**src/hdl/vcsr_pkg.sv**
```systemverilog
package vcsr_pkg;

    ////////////////////////////////////////////////////////////
    // widths
    ////////////////////////////////////////////////////////////

    localparam int XLEN    = 32;   // scalar word
    localparam int VLEN    = 512;  // bits per vector register
    localparam int EW_W    = 7;    // element width field, up to 64
    localparam int MUL_W   = 4;    // lmul / emul field, up to 8
    localparam int VLMAX_W = 10;   // up to 512 elements

    ////////////////////////////////////////////////////////////
    // csr addresses and opcodes
    ////////////////////////////////////////////////////////////

    localparam logic [11:0] CSR_VSTART = 12'h008;
    localparam logic [11:0] CSR_VL     = 12'hC20;
    localparam logic [11:0] CSR_VTYPE  = 12'hC21;

    localparam logic [6:0]  OPC_SYSTEM = 7'h73;

    ////////////////////////////////////////////////////////////
    // types
    ////////////////////////////////////////////////////////////

    typedef logic [XLEN-1:0] xlen_t;

    // 4..7 reserved
    typedef enum logic [2:0] {
        SEW_8  = 3'd0,
        SEW_16 = 3'd1,
        SEW_32 = 3'd2,
        SEW_64 = 3'd3
    } vsew_e;

    // 4..7 reserved, no fractional lmul here
    typedef enum logic [2:0] {
        LMUL_1 = 3'd0,
        LMUL_2 = 3'd1,
        LMUL_4 = 3'd2,
        LMUL_8 = 3'd3
    } vlmul_e;

    typedef struct packed {
        logic   ill;
        logic   vma;    // mask agnostic
        logic   vta;    // tail agnostic
        vsew_e  vsew;
        vlmul_e vlmul;
    } vtype_t;

    // standard I-type layout of a Zicsr instruction
    typedef struct packed {
        logic [11:0] csr;
        logic [4:0]  rs1;     // also uimm for the immediate forms
        logic [2:0]  funct3;
        logic [4:0]  rd;
        logic [6:0]  opcode;
    } csr_insn_t;

    typedef struct packed {
        logic [EW_W-1:0]    sew;
        logic [MUL_W-1:0]   lmul;
        logic [VLMAX_W-1:0] vlmax;
        logic               vta;
        logic               vma;
    } vcfg_t;

    typedef struct packed {
        logic [EW_W-1:0]    eew;
        logic [MUL_W-1:0]   emul;
        logic [VLMAX_W-1:0] e_vlmax;
    } mem_cfg_t;

endpackage

```
**src/hdl/vcfg_regs.sv**
```systemverilog
`timescale 1ns/1ps

module vcfg_regs (
    input  logic             clk,
    input  logic             n_rst,
    input  logic             csrwr_en,
    input  vcsr_pkg::xlen_t  scalar2,   // new vtype
    input  vcsr_pkg::xlen_t  scalar1,   // new vl
    output vcsr_pkg::vtype_t vtype,
    output vcsr_pkg::xlen_t  vl,
    output logic             csr_done
);
    import vcsr_pkg::*;

    logic csrwr_en_q;   // enable seen at the last edge
    logic cfg_wr;

    // one write per rising edge of the enable
    assign cfg_wr = csrwr_en && !csrwr_en_q;

    always_ff @(posedge clk or negedge n_rst) begin
        if (!n_rst) begin
            csrwr_en_q <= 1'b0;
        end else begin
            csrwr_en_q <= csrwr_en;
        end
    end

    ////////////////////////////////////////////////////////////
    // vtype / vl
    ////////////////////////////////////////////////////////////

    always_ff @(posedge clk or negedge n_rst) begin
        if (!n_rst) begin
            vtype    <= '{ill: 1'b1, vma: 1'b0, vta: 1'b0, vsew: SEW_8, vlmul: LMUL_1};
            vl       <= '0;
            csr_done <= 1'b0;
        end else begin
            csr_done <= cfg_wr;   // high only the cycle after the edge
            if (cfg_wr) begin
                vtype.ill   <= 1'b0;
                vtype.vma   <= scalar2[7];
                vtype.vta   <= scalar2[6];
                vtype.vsew  <= vsew_e'(scalar2[5:3]);
                vtype.vlmul <= vlmul_e'(scalar2[2:0]);
                vl          <= scalar1;
            end
        end
    end

    // a held enable must not retrigger
    a_done_single: assert property (@(posedge clk) disable iff (!n_rst)
        csr_done |=> !csr_done);

endmodule

```
**src/hdl/vtype_decode.sv**
```systemverilog
`timescale 1ns/1ps

module vtype_decode (
    input  vcsr_pkg::vtype_t vtype,
    output vcsr_pkg::vcfg_t  vcfg
);
    import vcsr_pkg::*;

    logic [1:0] sew_sh;    // log2(sew) - 3
    logic [1:0] lmul_sh;   // log2(lmul)
    logic       sew_ok;
    logic       lmul_ok;

    // reserved encodings have bit 2 set
    assign sew_ok  = !vtype.vsew[2];
    assign lmul_ok = !vtype.vlmul[2];

    always_comb begin
        sew_sh  = sew_ok  ? vtype.vsew[1:0]  : 2'd2;   // reserved sew acts as 32
        lmul_sh = lmul_ok ? vtype.vlmul[1:0] : 2'd0;

        vcfg.sew  = EW_W'(8 << sew_sh);
        vcfg.lmul = MUL_W'(1 << lmul_sh);

        // VLEN / sew * lmul, all powers of two
        if (lmul_ok) begin
            vcfg.vlmax = VLMAX_W'((VLEN >> (3'(sew_sh) + 3'd3)) << lmul_sh);
        end else begin
            vcfg.vlmax = VLMAX_W'(16);   // fixed for reserved lmul
        end

        vcfg.vta = vtype.vta;
        vcfg.vma = vtype.vma;
    end

endmodule

```
**src/hdl/mem_emul_decode.sv**
```systemverilog
`timescale 1ns/1ps

module mem_emul_decode (
    input  logic [2:0]         width,   // funct3 width of a vector load/store
    input  vcsr_pkg::vcfg_t    vcfg,
    output vcsr_pkg::mem_cfg_t mcfg
);
    import vcsr_pkg::*;

    logic [1:0]        eew_sh;    // log2(eew) - 3
    logic [1:0]        sew_sh;    // log2(sew) - 3
    logic [1:0]        lmul_sh;   // log2(lmul)
    logic signed [3:0] emul_sh;   // -3 .. 6 before clamping
    logic [1:0]        emul_use;

    always_comb begin
        case (width)
            3'd0:    eew_sh = 2'd0;   // 8
            3'd5:    eew_sh = 2'd1;   // 16
            3'd6:    eew_sh = 2'd2;   // 32
            3'd7:    eew_sh = 2'd3;   // 64
            default: eew_sh = 2'd2;
        endcase

        // back from decoded values to exponents
        case (vcfg.sew)
            7'd8:    sew_sh = 2'd0;
            7'd16:   sew_sh = 2'd1;
            7'd64:   sew_sh = 2'd3;
            default: sew_sh = 2'd2;
        endcase

        case (vcfg.lmul)
            4'd2:    lmul_sh = 2'd1;
            4'd4:    lmul_sh = 2'd2;
            4'd8:    lmul_sh = 2'd3;
            default: lmul_sh = 2'd0;
        endcase
    end

    ////////////////////////////////////////////////////////////
    // emul = eew * lmul / sew
    ////////////////////////////////////////////////////////////

    always_comb begin
        emul_sh = $signed({2'b00, eew_sh}) + $signed({2'b00, lmul_sh})
                - $signed({2'b00, sew_sh});

        // fractional or above 8 falls back to 1
        if (emul_sh < 0 || emul_sh > 3) begin
            emul_use = 2'd0;
        end else begin
            emul_use = emul_sh[1:0];
        end

        mcfg.eew     = EW_W'(8 << eew_sh);
        mcfg.emul    = MUL_W'(1 << emul_use);
        mcfg.e_vlmax = VLMAX_W'((VLEN >> (3'(eew_sh) + 3'd3)) << emul_use);
    end

    // emul * sew == eew * lmul, unless the ratio had to be clamped to 1
    a_emul_legal: assert final (
        int'(mcfg.emul) * int'(vcfg.sew) == int'(mcfg.eew) * int'(vcfg.lmul)
        || (mcfg.emul == 4'd1
            && (int'(mcfg.eew) * int'(vcfg.lmul) < int'(vcfg.sew)
                || int'(mcfg.eew) * int'(vcfg.lmul) > 8 * int'(vcfg.sew))))
        else $error("emul %0d inconsistent with eew, lmul and sew", mcfg.emul);

endmodule

```
**src/hdl/vstart_csr.sv**
```systemverilog
`timescale 1ns/1ps

module vstart_csr (
    input  logic                clk,
    input  logic                n_rst,
    input  vcsr_pkg::csr_insn_t inst,
    input  vcsr_pkg::xlen_t     scalar1,   // rs1 value or zero-extended uimm
    input  vcsr_pkg::vtype_t    vtype,
    input  vcsr_pkg::xlen_t     vl,
    output vcsr_pkg::xlen_t     csr_out,
    output vcsr_pkg::xlen_t     start_element
);
    import vcsr_pkg::*;

    xlen_t vstart_q;
    xlen_t vstart_d;
    xlen_t vtype_word;
    logic  is_system;
    logic  rd_only;   // set/clear form with rs1 = x0

    assign is_system = (inst.opcode == OPC_SYSTEM);
    assign rd_only   = inst.funct3[1] && (inst.rs1 == 5'd0);

    // architectural layout, ill in the msb
    assign vtype_word = {vtype.ill, 23'd0, vtype.vma, vtype.vta, vtype.vsew, vtype.vlmul};

    ////////////////////////////////////////////////////////////
    // decode and read mux
    ////////////////////////////////////////////////////////////

    always_comb begin
        vstart_d = '0;   // any other instruction clears vstart
        csr_out  = '0;
        if (is_system) begin
            case (inst.csr)
                CSR_VSTART: begin
                    // funct3[2] only picks reg vs imm, scalar1 already holds the operand
                    case (inst.funct3[1:0])
                        2'b01: begin   // csrrw / csrrwi
                            vstart_d = scalar1;
                            csr_out  = vstart_q;
                        end
                        2'b10: begin   // csrrs / csrrsi
                            vstart_d = vstart_q | scalar1;
                            csr_out  = vstart_q;
                        end
                        2'b11: begin   // csrrc / csrrci
                            vstart_d = vstart_q & ~scalar1;
                            csr_out  = vstart_q;
                        end
                        default: ;
                    endcase
                end
                CSR_VTYPE: begin
                    if (rd_only) csr_out = vtype_word;
                end
                CSR_VL: begin
                    if (rd_only) csr_out = vl;
                end
                default: ;
            endcase
        end
    end

    always_ff @(posedge clk or negedge n_rst) begin
        if (!n_rst) begin
            vstart_q <= '0;
        end else begin
            vstart_q <= vstart_d;
        end
    end

    assign start_element = vstart_q;

    a_out_quiet: assert property (@(posedge clk) disable iff (!n_rst)
        !is_system |-> (csr_out == '0));

endmodule

```
**src/hdl/vec_csr_top.sv**
```systemverilog
`timescale 1ns/1ps

module vec_csr_top (
    input  logic                clk,
    input  logic                n_rst,
    input  vcsr_pkg::csr_insn_t inst,
    input  vcsr_pkg::xlen_t     scalar1,
    input  vcsr_pkg::xlen_t     scalar2,
    input  logic [2:0]          width,
    input  logic                csrwr_en,
    output vcsr_pkg::xlen_t     csr_out,
    output vcsr_pkg::xlen_t     vec_length,
    output vcsr_pkg::xlen_t     start_element,
    output vcsr_pkg::vcfg_t     vcfg,
    output vcsr_pkg::mem_cfg_t  mcfg,
    output logic                csr_done
);
    import vcsr_pkg::*;

    vtype_t vtype;   // stored config, shared by decode and read mux

    vcfg_regs u_cfg (
        .clk      (clk),
        .n_rst    (n_rst),
        .csrwr_en (csrwr_en),
        .scalar2  (scalar2),
        .scalar1  (scalar1),
        .vtype    (vtype),
        .vl       (vec_length),
        .csr_done (csr_done)
    );

    vtype_decode u_vtype_dec (
        .vtype (vtype),
        .vcfg  (vcfg)
    );

    mem_emul_decode u_mem_dec (
        .width (width),
        .vcfg  (vcfg),
        .mcfg  (mcfg)
    );

    vstart_csr u_vstart (
        .clk           (clk),
        .n_rst         (n_rst),
        .inst          (inst),
        .scalar1       (scalar1),
        .vtype         (vtype),
        .vl            (vec_length),
        .csr_out       (csr_out),
        .start_element (start_element)
    );

endmodule

```
**config.mk**
```make
export PLATFORM = sky130hd
export DESIGN_NAME = vec_csr_top
export DESIGN_NICKNAME = d
export VERILOG_FILES = /design/src/hdl/vcsr_pkg.sv /design/src/hdl/vcfg_regs.sv /design/src/hdl/vtype_decode.sv /design/src/hdl/mem_emul_decode.sv /design/src/hdl/vstart_csr.sv /design/src/hdl/vec_csr_top.sv
export SDC_FILE = /design/constraint.sdc
export NUM_CORES = 1
export LEC_CHECK = 0
export BUFFER_PORTS_ARGS = -buffer_cell sky130_fd_sc_hd__buf_2
export CAP_MARGIN = 20
export CORE_MARGIN = 8
export CORE_UTILIZATION = 48
export CTS_BUF_LIST = sky130_fd_sc_hd__clkbuf_8
export CTS_CLUSTER_DIAMETER = 40
export DETAILED_ROUTE_END_ITERATION = 8
export GPL_TIMING_DRIVEN = 0
export HOLD_SLACK_MARGIN = 0.12
export PLACE_DENSITY = 0.81
export SLEW_MARGIN = 20
export SYNTH_ARGS = -nofsm -noshare
export SYNTH_HDL_FRONTEND = slang
export SYNTH_SLANG_ARGS = --single-unit
export TNS_END_PERCENT = 50
```
**constraint.sdc**
```tcl
create_clock -name clk -period 3.9 [get_ports clk]
set_input_delay 0.195 -clock clk [delete_from_list [all_inputs] [get_ports clk]]
set_output_delay 0.195 -clock clk [all_outputs]
set_load 0.03 [all_outputs]
```
==> results.sh <==
export IMPL_outcome="completed"
export IMPL_ys_top_cells_by_area="dfrtp_1 (37%), mux2_2 (11%), mux2i_1 (6.6%)"
export IMPL_path_max_fanout=10
export IMPL_synth_main_ff_cell="dfrtp_1"
export IMPL_min_period_ns=3.68
export IMPL_synth_top_cell_by_area="dfrtp_1"
export IMPL_yosysSeqAreaShare_pct=37.6
export IMPL_max_freq_ghz=0.271
export IMPL_regArea_um2=1880
export IMPL_die_area_um2=13900
export IMPL_drcViolationCount=0
export IMPL_first_global_vias=5389
export IMPL_synthesis_area_um2=5000
export IMPL_clock_latency_ns=0.35
export IMPL_h_tree_depth=3
export IMPL_finalMaxSlewViolations=0
export IMPL_ir_drop_mv=0.235
export IMPL_synth_enable_flop_cells=0
export IMPL_fin_skew_ns=0.0143
export IMPL_start_util_pct=48.8
export IMPL_numClockSinks=75
export IMPL_vias=5126
export IMPL_grt_pass1_wl_um=27700
export IMPL_overflow=0
export IMPL_synth_common_cells="dfrtp_1 (74), mux2_2 (50), inv_1 (48), nor2_1 (48), clkbuf_1 (37)"
export IMPL_synth_top_area_share_pct=37.1
export IMPL_clk_pin_slew_ns=0.08
export IMPL_clock_path_buffers=2
export IMPL_grtUsageTotal_pct=24.2
export IMPL_antenna_found_initial=2
export IMPL_relSlewSlack_pct=51.7
export IMPL_drt_pass1_iterations=6
export IMPL_syn_area_per_cell_um2=9.38
export IMPL_rsz0062_at_grt="no"
export IMPL_setup_viol=0
export IMPL_async_flop_share_pct=100
export IMPL_cts_setup_buffers=0
export IMPL_start_kind="primary input"
export IMPL_wl_met1_um=6930
export IMPL_synth_most_common_cell="dfrtp_1"
export IMPL_p_per_area_nw_per_um2=374
export IMPL_design_core_area_um2=10200
export IMPL_cts_buffers=9
export IMPL_synth_seq_cells=75
export IMPL_top_layer_used="met4"
export IMPL_crit_top_cell="fa_1"
export IMPL_cp_arrival_ns=3.49
export IMPL_drv_cap=0
export IMPL_io_pins=243
export IMPL_drive_gt1_share_pct=41.6
export IMPL_tightest_slew_ns=0.724
export IMPL_row_count=37
export IMPL_via_per_inst=5.61
export IMPL_dr_wl_met2_um=8390
export IMPL_crit_path_end_kind="output port"
export IMPL_hp_class="primary input to register"
export IMPL_nFillCells=886
export IMPL_finalCritPeriodShare_pct=94.5
export IMPL_syn_to_final_growth_pct=33.7
export IMPL_cpMaxStageDelayCell="or4_1"
export IMPL_slowest_delay_ns=0.51
export IMPL_synth_distinct_cells=54
export IMPL_grt_max_degree=43
export IMPL_die_w_um=118
export IMPL_hold_viol=0
export IMPL_yosys_warnings=0
export IMPL_dp_slack_ns=0.0979
export IMPL_crit_type="primary input to output port"
export IMPL_hpwl_um=13200
export IMPL_drt_wl_total_um=17300
export IMPL_syn_inst=533
export IMPL_met3_wirelength_um=1690
export IMPL_worstPathCellList="clkbuf_1, or3_1, inv_1, a21oi_2, nor2_1, fa_1, fa_1, xnor2_1, a31o_2, or4_1, o211ai_1, clkbuf_4"
export IMPL_tns_ns=0
export IMPL_cts_tree="built"
export IMPL_finalWeightedCongestion=0.894
export IMPL_multi_input_area_um2=2660
export IMPL_final_nets=877
export IMPL_port_buffers=194
export IMPL_drt_iter0_drc=375
export IMPL_root_buffer="clkbuf_8"
export IMPL_power_leakage_nw=3.12
export IMPL_routedWlPerCell_um=19.0
export IMPL_setup_slack_ns=0.216
export IMPL_required_ns=3.70
export IMPL_ant_nets=0
export IMPL_die_h_um=118
-- power breakdown --
| part | leakage [nW] | switching (mW) | internal [mW] |
|---|---|---|---|
| clock network | 0.117 | 0.295 | 0.418 |
| logic | 2.05 | 0.570 | 0.316 |
| registers | 0.951 | 0.0575 | 0.839 |
-- repair_timing --
| item | 4_1_cts | 5_1_grt |
|---|---|---|
| hold endpoints to repair | 56 | 0 |
| setup endpoints to repair | 0 | 1 |
| gates resized for setup | 0 | 2 |
| hold buffers | 24 | 0 |
-- sequential cells by signal, indices dropped and copies added (netlist names) --
register and count:
u_cfg.csrwr_en_q 1, u_vstart.start_element 32, u_cfg.csr_done 1, u_cfg.vl 32
u_cfg.vtype 9
-- logic make-up after synthesis --
family,synth area share [%]
AOI/OAI and AO/OA,12.6
other,0.0750
and+or+nand+nor,19.4
buffers and inverters,10.3
DFF,37.6
xor gates and xnor gates,0.526
adders and majority gates,1.55
muxes,17.9
-- path summary, 6_finish.rpt --
kind	from	end	slack (ns)	cells past startpoint
max in group asynchronous	n_rst	u_cfg.vtype[8]	2.93	3
worst max-delay path	width[0]	mcfg[5]	0.22	12
worst min register to register	u_cfg.vtype[8]	u_cfg.vtype[8]	0.50	1
min in group asynchronous	n_rst	u_cfg.vl[27]	0.33	2
worst max register to register	u_cfg.csrwr_en_q	u_cfg.vl[10]	2.04	4
worst min-delay path	scalar1[22]	u_cfg.vl[22]	0.13	2
-- final cells by class --
type,instances,area share (%)
antenna,3,0.112
buffer,64,4.81
tap,136,2.55
clock inverter,6,1.59
inverter,48,2.70
sequential,75,28.1
timing repair buffer,219,18.5
clock buffer,9,1.85
multi-input combinational,353,39.8
-- critical path: cells and delay by family --
family | cells | cell delay [ns]
compound gates | 3 | 0.49
fa+ha+maj | 2 | 0.91
buf+inv | 3 | 0.57
xor+xnor | 1 | 0.15
simple gates | 3 | 1.17
-- per-layer routing --
layer	vias to the layer above	global-route usage, %
met1	2465	27.7
met3	33	8.25
met2	283	41.4
met5	-	0
met4	0	7.85
li1	2345	-
-- layout by cell type (no fill, tap or decap), types with 3 or more instances in the layout --
| cell type | Yosys | routed |
|---|---|---|
| nand2b_1 | 6 | 6 |
| clkbuf_8 | 0 | 9 |
| diode_2 | 0 | 3 |
| and2_1 | 4 | 4 |
| nand3_1 | 12 | 12 |
| nor2_1 | 48 | 47 |
| dfrtp_1 | 74 | 74 |
| nor3_1 | 7 | 7 |
| bufinv_16 | 0 | 3 |
| a22oi_1 | 33 | 33 |
| nand2_1 | 6 | 6 |
| clkbuf_1 | 37 | 33 |
| nand4_1 | 32 | 32 |
| a21oi_2 | 19 | 20 |
| or2_2 | 3 | 3 |
| mux2i_1 | 33 | 33 |
| buf_2 | 11 | 203 |
| dlygate4sd3_1 | 0 | 24 |
| nand4b_1 | 25 | 25 |
| conb_1 | 1 | 12 |
| mux2_2 | 50 | 50 |
| a21oi_1 | 18 | 17 |
| buf_4 | 18 | 19 |
| nor2b_1 | 3 | 3 |
| ha_1 | 3 | 3 |
| inv_1 | 48 | 49 |
| or4_1 | 3 | 3 |
-- metrics by stage --
| step | hold WS [ns] | instance area (um^2) | cells | total power [mW] | util [%] |
|---|---|---|---|---|---|
| after floorplan | -0.101 | 5050 | 544 | 1.51 | - |
| after global placement | 0.321 | 6190 | 874 | 1.75 | 60.5 |
| after detailed placement | 0.173 | 6210 | 875 | 1.78 | 60.7 |
| after CTS | 0.120 | 6680 | 914 | 2.51 | 65.3 |
| after global routing | 0.125 | 6680 | 911 | 2.61 | 65.2 |
| final | 0.132 | 6680 | 913 | 2.50 | 65.3 |
(Power assumes the default switching activity.)
